==> src/rtl/mac_pkg.sv <==
// multiple access controller types
package mac_pkg;

  // ---------------------------------------------------------------------
  // size codes, used for transfer size and bus width
  // ---------------------------------------------------------------------
  typedef logic [1:0] size_t;

  localparam size_t SIZE_8    = 2'd0;
  localparam size_t SIZE_16   = 2'd1;
  localparam size_t SIZE_32   = 2'd2;
  localparam size_t SIZE_RSVD = 2'd3;  // not a legal bus width

  typedef logic [1:0]  acc_cnt_t;      // accesses still to run, minus one
  typedef logic [31:0] word_t;
  typedef logic [1:0]  wait_t;         // extra cycles per access

  // ---------------------------------------------------------------------
  // grouped ports
  // ---------------------------------------------------------------------
  typedef struct packed {
    logic  valid;                      // single cycle, only while not busy
    logic  write;
    size_t size;
    word_t wdata;
  } host_req_t;

  typedef struct packed {
    logic     cs;
    logic     we;
    acc_cnt_t access_num;              // counts down to 0
    word_t    wdata;                   // slice in the low lanes
  } mem_bus_t;

  // sequencer states
  typedef enum logic [1:0] {
    ST_IDLE   = 2'd0,
    ST_ACCESS = 2'd1,                  // first cycle of an access
    ST_WAIT   = 2'd2                   // wait-state cycles
  } mac_state_e;

  // apb register map
  localparam int unsigned REG_BUS_WIDTH = 32'h0;
  localparam int unsigned REG_WAIT      = 32'h4;

endpackage

==> src/rtl/mac_config_regs.sv <==
// configuration register block
`timescale 1ns/1ps

module mac_config_regs
  import mac_pkg::*;
#(
  parameter int APB_ADDR_W = 8
)(
  input  logic                  sys_clk2,
  input  logic                  n_sys_reset2,
  input  logic                  psel,
  input  logic                  penable,
  input  logic                  pwrite,
  input  logic [APB_ADDR_W-1:0] paddr,
  input  word_t                 pwdata,
  output word_t                 prdata,
  output logic                  pready,
  output size_t                 bus_width,
  output wait_t                 wait_states
);

  logic apb_wr;     // access phase of a write
  logic sel_width;
  logic sel_wait;

  assign apb_wr    = psel && penable && pwrite;
  assign sel_width = (paddr == APB_ADDR_W'(REG_BUS_WIDTH));
  assign sel_wait  = (paddr == APB_ADDR_W'(REG_WAIT));

  assign pready = 1'b1;  // always zero wait states on apb

  // ---------------------------------------------------------------------
  // register writes
  // ---------------------------------------------------------------------
  always_ff @(posedge sys_clk2 or negedge n_sys_reset2)
  begin
    if (!n_sys_reset2)
    begin
      bus_width   <= SIZE_8;   // 8 bit bus out of reset
      wait_states <= '0;
    end
    else if (apb_wr)
    begin
      // reserved width code leaves the old width in place
      if (sel_width && (size_t'(pwdata[1:0]) != SIZE_RSVD))
        bus_width <= size_t'(pwdata[1:0]);
      if (sel_wait)
        wait_states <= wait_t'(pwdata[1:0]);
    end
  end

  // ---------------------------------------------------------------------
  // read mux
  // ---------------------------------------------------------------------
  always_comb
  begin
    if (sel_width)
      prdata = word_t'(bus_width);
    else if (sel_wait)
      prdata = word_t'(wait_states);
    else
      prdata = '0;              // unmapped
  end

  // enable phase always follows a setup phase of the same transfer
  a_apb_enable: assert property (
    @(posedge sys_clk2) disable iff (!n_sys_reset2)
    penable |-> psel && $past(psel)
  );

endmodule

==> src/rtl/mac_access_seq.sv <==
// access sequencer
`timescale 1ns/1ps

module mac_access_seq
  import mac_pkg::*;
(
  input  logic      sys_clk2,
  input  logic      n_sys_reset2,
  input  host_req_t host_req,
  input  size_t     bus_width,
  input  wait_t     wait_states,
  output logic      busy,
  output logic      done,
  output logic      latch,
  output acc_cnt_t  access_num,
  output size_t     r_xfer_size,
  output size_t     r_bus_size,
  output logic      mem_cs,
  output logic      mem_we
);

  mac_state_e state;
  wait_t      wait_cnt;    // wait cycles left in current access
  logic       r_write;
  logic       accept;
  acc_cnt_t   first_num;   // n-1 for the request on the port

  assign accept = host_req.valid && (state == ST_IDLE);  // valid while busy is dropped

  // ---------------------------------------------------------------------
  // accesses needed: transfer width over bus width, at least one
  // ---------------------------------------------------------------------
  always_comb
  begin
    first_num = '0;        // transfer fits in one access
    if ((host_req.size == SIZE_32) && (bus_width == SIZE_8))
      first_num = 2'd3;
    else if (((host_req.size == SIZE_32) && (bus_width == SIZE_16)) ||
             ((host_req.size == SIZE_16) && (bus_width == SIZE_8)))
      first_num = 2'd1;
  end

  // last cycle of an access, 1+W cycles after it starts
  assign latch = ((state == ST_ACCESS) && (wait_states == '0)) ||
                 ((state == ST_WAIT) && (wait_cnt == '0));

  assign done   = latch && (access_num == '0);
  assign busy   = (state != ST_IDLE);
  assign mem_cs = (state != ST_IDLE);  // no gap between accesses
  assign mem_we = mem_cs && r_write;

  // ---------------------------------------------------------------------
  // fsm and counters
  // ---------------------------------------------------------------------
  always_ff @(posedge sys_clk2 or negedge n_sys_reset2)
  begin
    if (!n_sys_reset2)
    begin
      state       <= ST_IDLE;
      wait_cnt    <= '0;
      access_num  <= '0;
      r_xfer_size <= SIZE_8;
      r_bus_size  <= SIZE_8;
      r_write     <= 1'b0;
    end
    else
    begin
      case (state)
        ST_IDLE:
          if (accept)
          begin
            state       <= ST_ACCESS;
            access_num  <= first_num;
            r_xfer_size <= host_req.size;
            r_bus_size  <= bus_width;   // width held for whole transfer
            r_write     <= host_req.write;
          end
        ST_ACCESS:
          if (!latch)
          begin
            state    <= ST_WAIT;
            wait_cnt <= wait_states - 1'b1;
          end
        ST_WAIT:
          if (!latch)
            wait_cnt <= wait_cnt - 1'b1;
        default:
          state <= ST_IDLE;
      endcase

      // end of an access, next slice or finish
      if (latch)
      begin
        if (access_num == '0)
          state <= ST_IDLE;
        else
        begin
          access_num <= access_num - 1'b1;
          state      <= ST_ACCESS;
        end
      end
    end
  end

  // counter holds at 0 through the last access, never wraps
  a_no_underflow: assert property (
    @(posedge sys_clk2) disable iff (!n_sys_reset2)
    (state != ST_IDLE) && (access_num == '0) |=> (access_num == '0)
  );

  // cs drops in the cycle after the final access
  a_cs_release: assert property (
    @(posedge sys_clk2) disable iff (!n_sys_reset2)
    done |=> !mem_cs
  );

endmodule

==> src/rtl/mac_read_assemble.sv <==
// read data assembly
`timescale 1ns/1ps

module mac_read_assemble
  import mac_pkg::*;
(
  input  logic     sys_clk2,
  input  logic     n_sys_reset2,
  input  logic     latch,
  input  acc_cnt_t access_num,
  input  size_t    r_xfer_size,
  input  size_t    r_bus_size,
  input  word_t    mem_rdata,
  output word_t    host_rdata
);

  word_t r_data;     // slots of earlier accesses
  word_t assembled;  // stored slots plus live final slice

  // ---------------------------------------------------------------------
  // store slices of all accesses but the last
  // ---------------------------------------------------------------------
  always_ff @(posedge sys_clk2 or negedge n_sys_reset2)
  begin
    if (!n_sys_reset2)
      r_data <= '0;
    else if (latch && (access_num != '0))
    begin
      case (r_bus_size)
        SIZE_8:
          r_data[{access_num, 3'b000} +: 8] <= mem_rdata[7:0];
        SIZE_16:
          r_data[{access_num[0], 4'b0000} +: 16] <= mem_rdata[15:0];
        default:
          r_data <= mem_rdata;  // 32 bit bus, single access anyway
      endcase
    end
  end

  // ---------------------------------------------------------------------
  // slot 0 comes straight from the bus
  // ---------------------------------------------------------------------
  always_comb
  begin
    case (r_bus_size)
      SIZE_8:
        assembled = {r_data[31:8], mem_rdata[7:0]};
      SIZE_16:
        assembled = {r_data[31:16], mem_rdata[15:0]};
      default:
        assembled = mem_rdata;
    endcase
  end

  // replicate narrow transfers across the host word
  always_comb
  begin
    case (r_xfer_size)
      SIZE_8:
        host_rdata = {4{assembled[7:0]}};
      SIZE_16:
        host_rdata = {2{assembled[15:0]}};
      default:
        host_rdata = assembled;   // full word
    endcase
  end

endmodule

==> src/rtl/mac_write_steer.sv <==
// write data steering
`timescale 1ns/1ps

module mac_write_steer
  import mac_pkg::*;
(
  input  word_t    wdata,
  input  acc_cnt_t access_num,
  input  size_t    r_xfer_size,
  input  size_t    r_bus_size,
  output word_t    mem_wdata
);

  word_t bus_slice;  // slice k of the word, zero extended
  word_t xfer_mask;  // trims transfers narrower than the bus

  always_comb
  begin
    case (r_bus_size)
      SIZE_8:
        bus_slice = {24'h0, wdata[{access_num, 3'b000} +: 8]};
      SIZE_16:
        bus_slice = {16'h0, wdata[{access_num[0], 4'b0000} +: 16]};
      default:
        bus_slice = wdata;
    endcase
  end

  always_comb
  begin
    case (r_xfer_size)
      SIZE_8:  xfer_mask = 32'h0000_00ff;
      SIZE_16: xfer_mask = 32'h0000_ffff;
      default: xfer_mask = '1;
    endcase
  end

  assign mem_wdata = bus_slice & xfer_mask;  // no effect once slice <= transfer

endmodule

==> src/rtl/mac_top.sv <==
// multiple access controller top
`timescale 1ns/1ps

module mac_top
  import mac_pkg::*;
#(
  parameter int APB_ADDR_W = 8
)(
  input  logic                  sys_clk2,
  input  logic                  n_sys_reset2,
  // apb
  input  logic                  psel,
  input  logic                  penable,
  input  logic                  pwrite,
  input  logic [APB_ADDR_W-1:0] paddr,
  input  word_t                 pwdata,
  output word_t                 prdata,
  output logic                  pready,
  // host
  input  host_req_t             host_req,
  output word_t                 host_rdata,
  output logic                  done,
  output logic                  busy,
  // memory
  output mem_bus_t              mem_bus,
  input  word_t                 mem_rdata
);

  size_t    bus_width;
  wait_t    wait_states;
  logic     latch;
  acc_cnt_t access_num;
  size_t    r_xfer_size;
  size_t    r_bus_size;
  logic     mem_cs;
  logic     mem_we;
  word_t    r_wdata;     // host write word, held over all accesses
  word_t    mem_wdata;

  // host drives wdata only with valid
  always_ff @(posedge sys_clk2)
  begin
    if (host_req.valid && host_req.write && !busy)
      r_wdata <= host_req.wdata;
  end

  // ---------------------------------------------------------------------
  // instances
  // ---------------------------------------------------------------------
  mac_config_regs #(
    .APB_ADDR_W (APB_ADDR_W)
  ) u_regs (
    .sys_clk2     (sys_clk2),
    .n_sys_reset2 (n_sys_reset2),
    .psel         (psel),
    .penable      (penable),
    .pwrite       (pwrite),
    .paddr        (paddr),
    .pwdata       (pwdata),
    .prdata       (prdata),
    .pready       (pready),
    .bus_width    (bus_width),
    .wait_states  (wait_states)
  );

  mac_access_seq u_seq (
    .sys_clk2     (sys_clk2),
    .n_sys_reset2 (n_sys_reset2),
    .host_req     (host_req),
    .bus_width    (bus_width),
    .wait_states  (wait_states),
    .busy         (busy),
    .done         (done),
    .latch        (latch),
    .access_num   (access_num),
    .r_xfer_size  (r_xfer_size),
    .r_bus_size   (r_bus_size),
    .mem_cs       (mem_cs),
    .mem_we       (mem_we)
  );

  mac_read_assemble u_rd (
    .sys_clk2     (sys_clk2),
    .n_sys_reset2 (n_sys_reset2),
    .latch        (latch),
    .access_num   (access_num),
    .r_xfer_size  (r_xfer_size),
    .r_bus_size   (r_bus_size),
    .mem_rdata    (mem_rdata),
    .host_rdata   (host_rdata)
  );

  mac_write_steer u_wr (
    .wdata        (r_wdata),
    .access_num   (access_num),
    .r_xfer_size  (r_xfer_size),
    .r_bus_size   (r_bus_size),
    .mem_wdata    (mem_wdata)
  );

  // external bus
  assign mem_bus = '{cs: mem_cs, we: mem_we, access_num: access_num, wdata: mem_wdata};

endmodule

==> config.mk <==
export PLATFORM = sky130hd
export DESIGN_NAME = mac_top
export DESIGN_NICKNAME = d
export VERILOG_FILES = /design/src/rtl/mac_pkg.sv /design/src/rtl/mac_config_regs.sv /design/src/rtl/mac_access_seq.sv /design/src/rtl/mac_read_assemble.sv /design/src/rtl/mac_write_steer.sv /design/src/rtl/mac_top.sv
export SDC_FILE = /design/constraint.sdc
export NUM_CORES = 1
export LEC_CHECK = 0
export ABC_CLOCK_PERIOD_IN_PS = 2700
export BUFFER_PORTS_ARGS = -buffer_cell sky130_fd_sc_hd__buf_2
export CORE_AREA = 2 2 106 108
export CTS_CLUSTER_DIAMETER = 150
export DETAILED_ROUTE_END_ITERATION = 10
export DIE_AREA = 0 0 108 110
export PLACE_DENSITY_LB_ADDON = 0.2
export SYNTH_ARGS = -nofsm -noshare
export SYNTH_HDL_FRONTEND = slang
export SYNTH_SLANG_ARGS = --single-unit
==> constraint.sdc <==
create_clock -name sys_clk2 -period 2.7 [get_ports sys_clk2]
set_input_delay 0 -clock sys_clk2 [delete_from_list [all_inputs] [get_ports sys_clk2]]
set_output_delay 0 -clock sys_clk2 [all_outputs]
set_load 0.02 [all_outputs]
==> results by group <==
Clocking
  • H-tree levels: 3
  • Worst-skew pair later-pin latency: 0.35 ns
  • Clock sink total: 71
  • TritonCTS clock tree: done
  • TritonCTS Buffers: 9
  • CTS max path bufs: 2
  • Root buf cell: clkbuf_8
  • Worst-path clk slew: 0.08 ns
  • Resized Gates After CTS: 0

Final layout
  • # diodes: 0
  • Area growth from synthesis to layout: 30.8%
  • Nets: 781
  • Non-Filler Instances: 804
  • Share of layout cells above drive strength 1: 31.2%
  • Layout Utilization: 57.6%

Global routing
  • Global-route wire length before repair: 21.3 mm
  • GR Util met1: 28.4%
  • GR Util met3: 3.76%
  • Most Crowded Layer GR: met2
  • Number of global-route vias before repair: 4371
  • Largest net degree at the start of global routing: 48
  • Initial antenna violation count: 0
  • Total grt overflow: 0
  • M2 GR Usage: 40.9%
  • GRT Total Usage: 23.0%

Critical path
  • Crit path cell chain: nand2b_1 -> nor2_1 -> buf_4 -> a22oi_1 -> nor2_1 -> buf_2
  • Kind of start point of the critical path: flop
  • Number of buffers and inverters on the critical path: 2
  • Worst-path fanout max: 17
  • Worst path required time: 2.70 ns
  • Crit path kind: reg2out
  • Crit-path most repeated cell: nor2_1
  • Max incr delay on CP: 0.55 ns
  • Worst-case reg-to-reg path depth: 6
  • Reg-to-reg endpoint: u_rd.r_data[27]
  • Arr. time, crit path: 2.36 ns
  • Slowest CP cell: dfrtp_2
  • Kind of end point of the critical path: output port
  • RR Startpoint: u_seq.r_bus_size[1]
  • Worst reg-to-reg setup slack: 0.35 ns
  • CP top delay family: simple AND/OR/NAND/NOR gates

Placement
  • IO Port Bufs: 154
  • GP Congestion: 0.868
  • Post-DP HPWL: 9.15 mm
  • Dpl cells: 730

Timing
  • Final TNS setup: 0 ns
  • Worst-Margin Slew: 0.939 ns
  • Fin crit share: 87.4%
  • Final Max Tran Viols: 0
  • Final hold viol count: 0
  • Unrepaired setup endpoints after global routing: no
  • Slew Limit Headroom: 37.4%
  • Minimum clock period: 2.36 ns
  • Fmax: 424 MHz
  • # setup viols final: 0
  • Setup Skew: 0.00922 ns

Detailed routing
  • Post-DR wirelength/cell: 16.8 µm
  • Drt drc: 0
  • Routed Antenna Nets: 0
  • Via count: 4351
  • Vias per cell: 5.41
  • Drt first pass iters: 5
  • Initial drt markers: 334
  • Drt total wl: 13.5 mm

Floorplanning
  • FP Rows: 38
  • Core area: 10700 µm²
  • Initial Utilization: 44.0%
  • Die Footprint: 11900 µm²
  • Horiz. Die Dim: 108 µm
  • Die height: 110 µm
  • Io pins: 216

Worst hold path
  • Hold depth: 3
  • WHS Endpoint: u_rd.r_data[30]
  • Hold/Removal Path Class: in2reg
  • Worst hold start: mem_rdata[30]

Synth
  • Leading area contributor after synthesis: dfrtp_1
  • Syn Inst Count: 468
  • Top-area cell type share of the netlist area: 20.7%
  • Synthesized area: 4710 µm²
  • Post-synth EDFFs: 32
  • Post-synth top cells: nor2_1, buf_4, a21oi_1, dfrtp_1, edfxtp_1
  • Ys Warns: 0
  • Ys async rst share: 54.9%
  • Most numerous cell in the Yosys netlist: nor2_1
  • Syn Area/Cell: 10.1 µm²
  • Post-synthesis sequential area ratio: 41.1%
  • Most common flop cell mapped by yosys: dfrtp_1
  • Largest cells by area after synthesis: dfrtp_1, edfxtp_1, buf_4, mux2i_1, nor2_1
  • Yosys reg bits: 71
  • Synth unique cells: 54

Power and ir drop
  • P per Cell Area: 1060 nW/µm²
  • Leak: 2.85 nW
  • Maximum vdd drop: 0.000544 V

Run
  • MaxCap Viol Count: 0

Outcome
  • Status: complete, no violations
## per-stage QoR
stage | hold WS [ns] | setup WS, ns | total power, W | area [µm²]
6_report | 0.00184 | 0.341 | 0.00652 | 6160
5_1_grt | 0.0397 | 0.170 | 0.00699 | 6160
4_1_cts | 0.0000429 | 0.0751 | 0.00652 | 6150
3_5_place_dp | 0.178 | 0.507 | 0.00555 | 5390
3_3_place_gp | 0.176 | 0.561 | 0.00549 | 5390
2_1_floorplan | -0.296 | 0.706 | 0.00456 | 4820
## per-layer routing
metal,wire (µm),vias to the layer above
met4,179,0
li1,-,2065
met2,6820,187
met5,0,-
met1,5600,2085
met3,911,14
## worst reg2reg max path, cell delays in order, from the launching register on
cell,delay [ns]
dfrtp_2,0.55
or2_4,0.40
nor4_4,0.29
buf_4,0.19
a222oi_1,0.09
dlygate4sd3_1,0.62
o2bb2ai_1,0.13
## final cells by class
cell class / instances / area [µm²]
well taps: 140 / 175
inverters: 15 / 56.3
flip-flops and latches: 71 / 1940
fillers: 967 / 4530
clock inverters: 5 / 58.8
repair buffers: 220 / 1410
multi-input cells: 342 / 2390
clock buffers: 11 / 141
## how the worst max path moves through the flow
stage	from	endpoint	depth (start not counted)
after global routing	u_seq.r_bus_size[1]	mem_bus[13]	6
after CTS	u_seq.access_num[0]	u_rd.r_data[27]	7
after floorplan	u_seq.access_num[1]	u_rd.r_data[31]	6
after detailed placement	u_seq.state[0]	u_rd.r_data[14]	6
final	u_seq.r_bus_size[1]	mem_bus[13]	6
after global placement	u_seq.state[0]	u_rd.r_data[10]	6
## cell families (layout without fill, tap and decap cells)
group / Yosys count / in the layout / synth area share [%]
xor+xnor: 1 / 1 / 0.186
flops: 71 / 71 / 41.1
mux: 39 / 39 / 10.5
buf+inv: 84 / 251 / 10.5
compound gates: 130 / 130 / 20.5
simple gates: 132 / 132 / 14.6
fa+ha+maj: 9 / 9 / 2.39
other cells: 2 / 31 / 0.159
## repair_timing
item,4_1_cts,5_1_grt
buffers inserted,0,2
hold buffers,56,0
endpoints found under the setup margin,0,5
endpoints found under the hold margin,91,0
## power by group
group          switching, W  internal [W]
logic               0.00237       0.00153
clock network      0.000421      0.000452
registers          0.000302       0.00145
## sequential cells by signal (all words and copies together) (netlist names)
| signal | cells |
|---|---|
| u_rd.r_data | 24 |
| u_regs.bus_width | 2 |
| u_seq.state | 2 |
| u_regs.wait_states | 2 |
| u_seq.r_write | 1 |
| r_wdata | 32 |
| u_seq.access_num | 2 |
| u_seq.wait_cnt | 2 |
| u_seq.r_xfer_size | 2 |
| u_seq.r_bus_size | 2 |
## cells in the final DEF (no fill, tap or decap), types with 12 or more instances in the layout
master and n:
a21oi_1 39, and3_1 18, buf_2 154, conb_1 31, dfrtp_1 38, dlygate4sd3_1 56, edfxtp_1 32, inv_1 15
mux2i_1 26, nand2_1 21, nand2b_1 12, nor2_1 54, o2bb2ai_1 23
(Power assumes the default switching activity.)
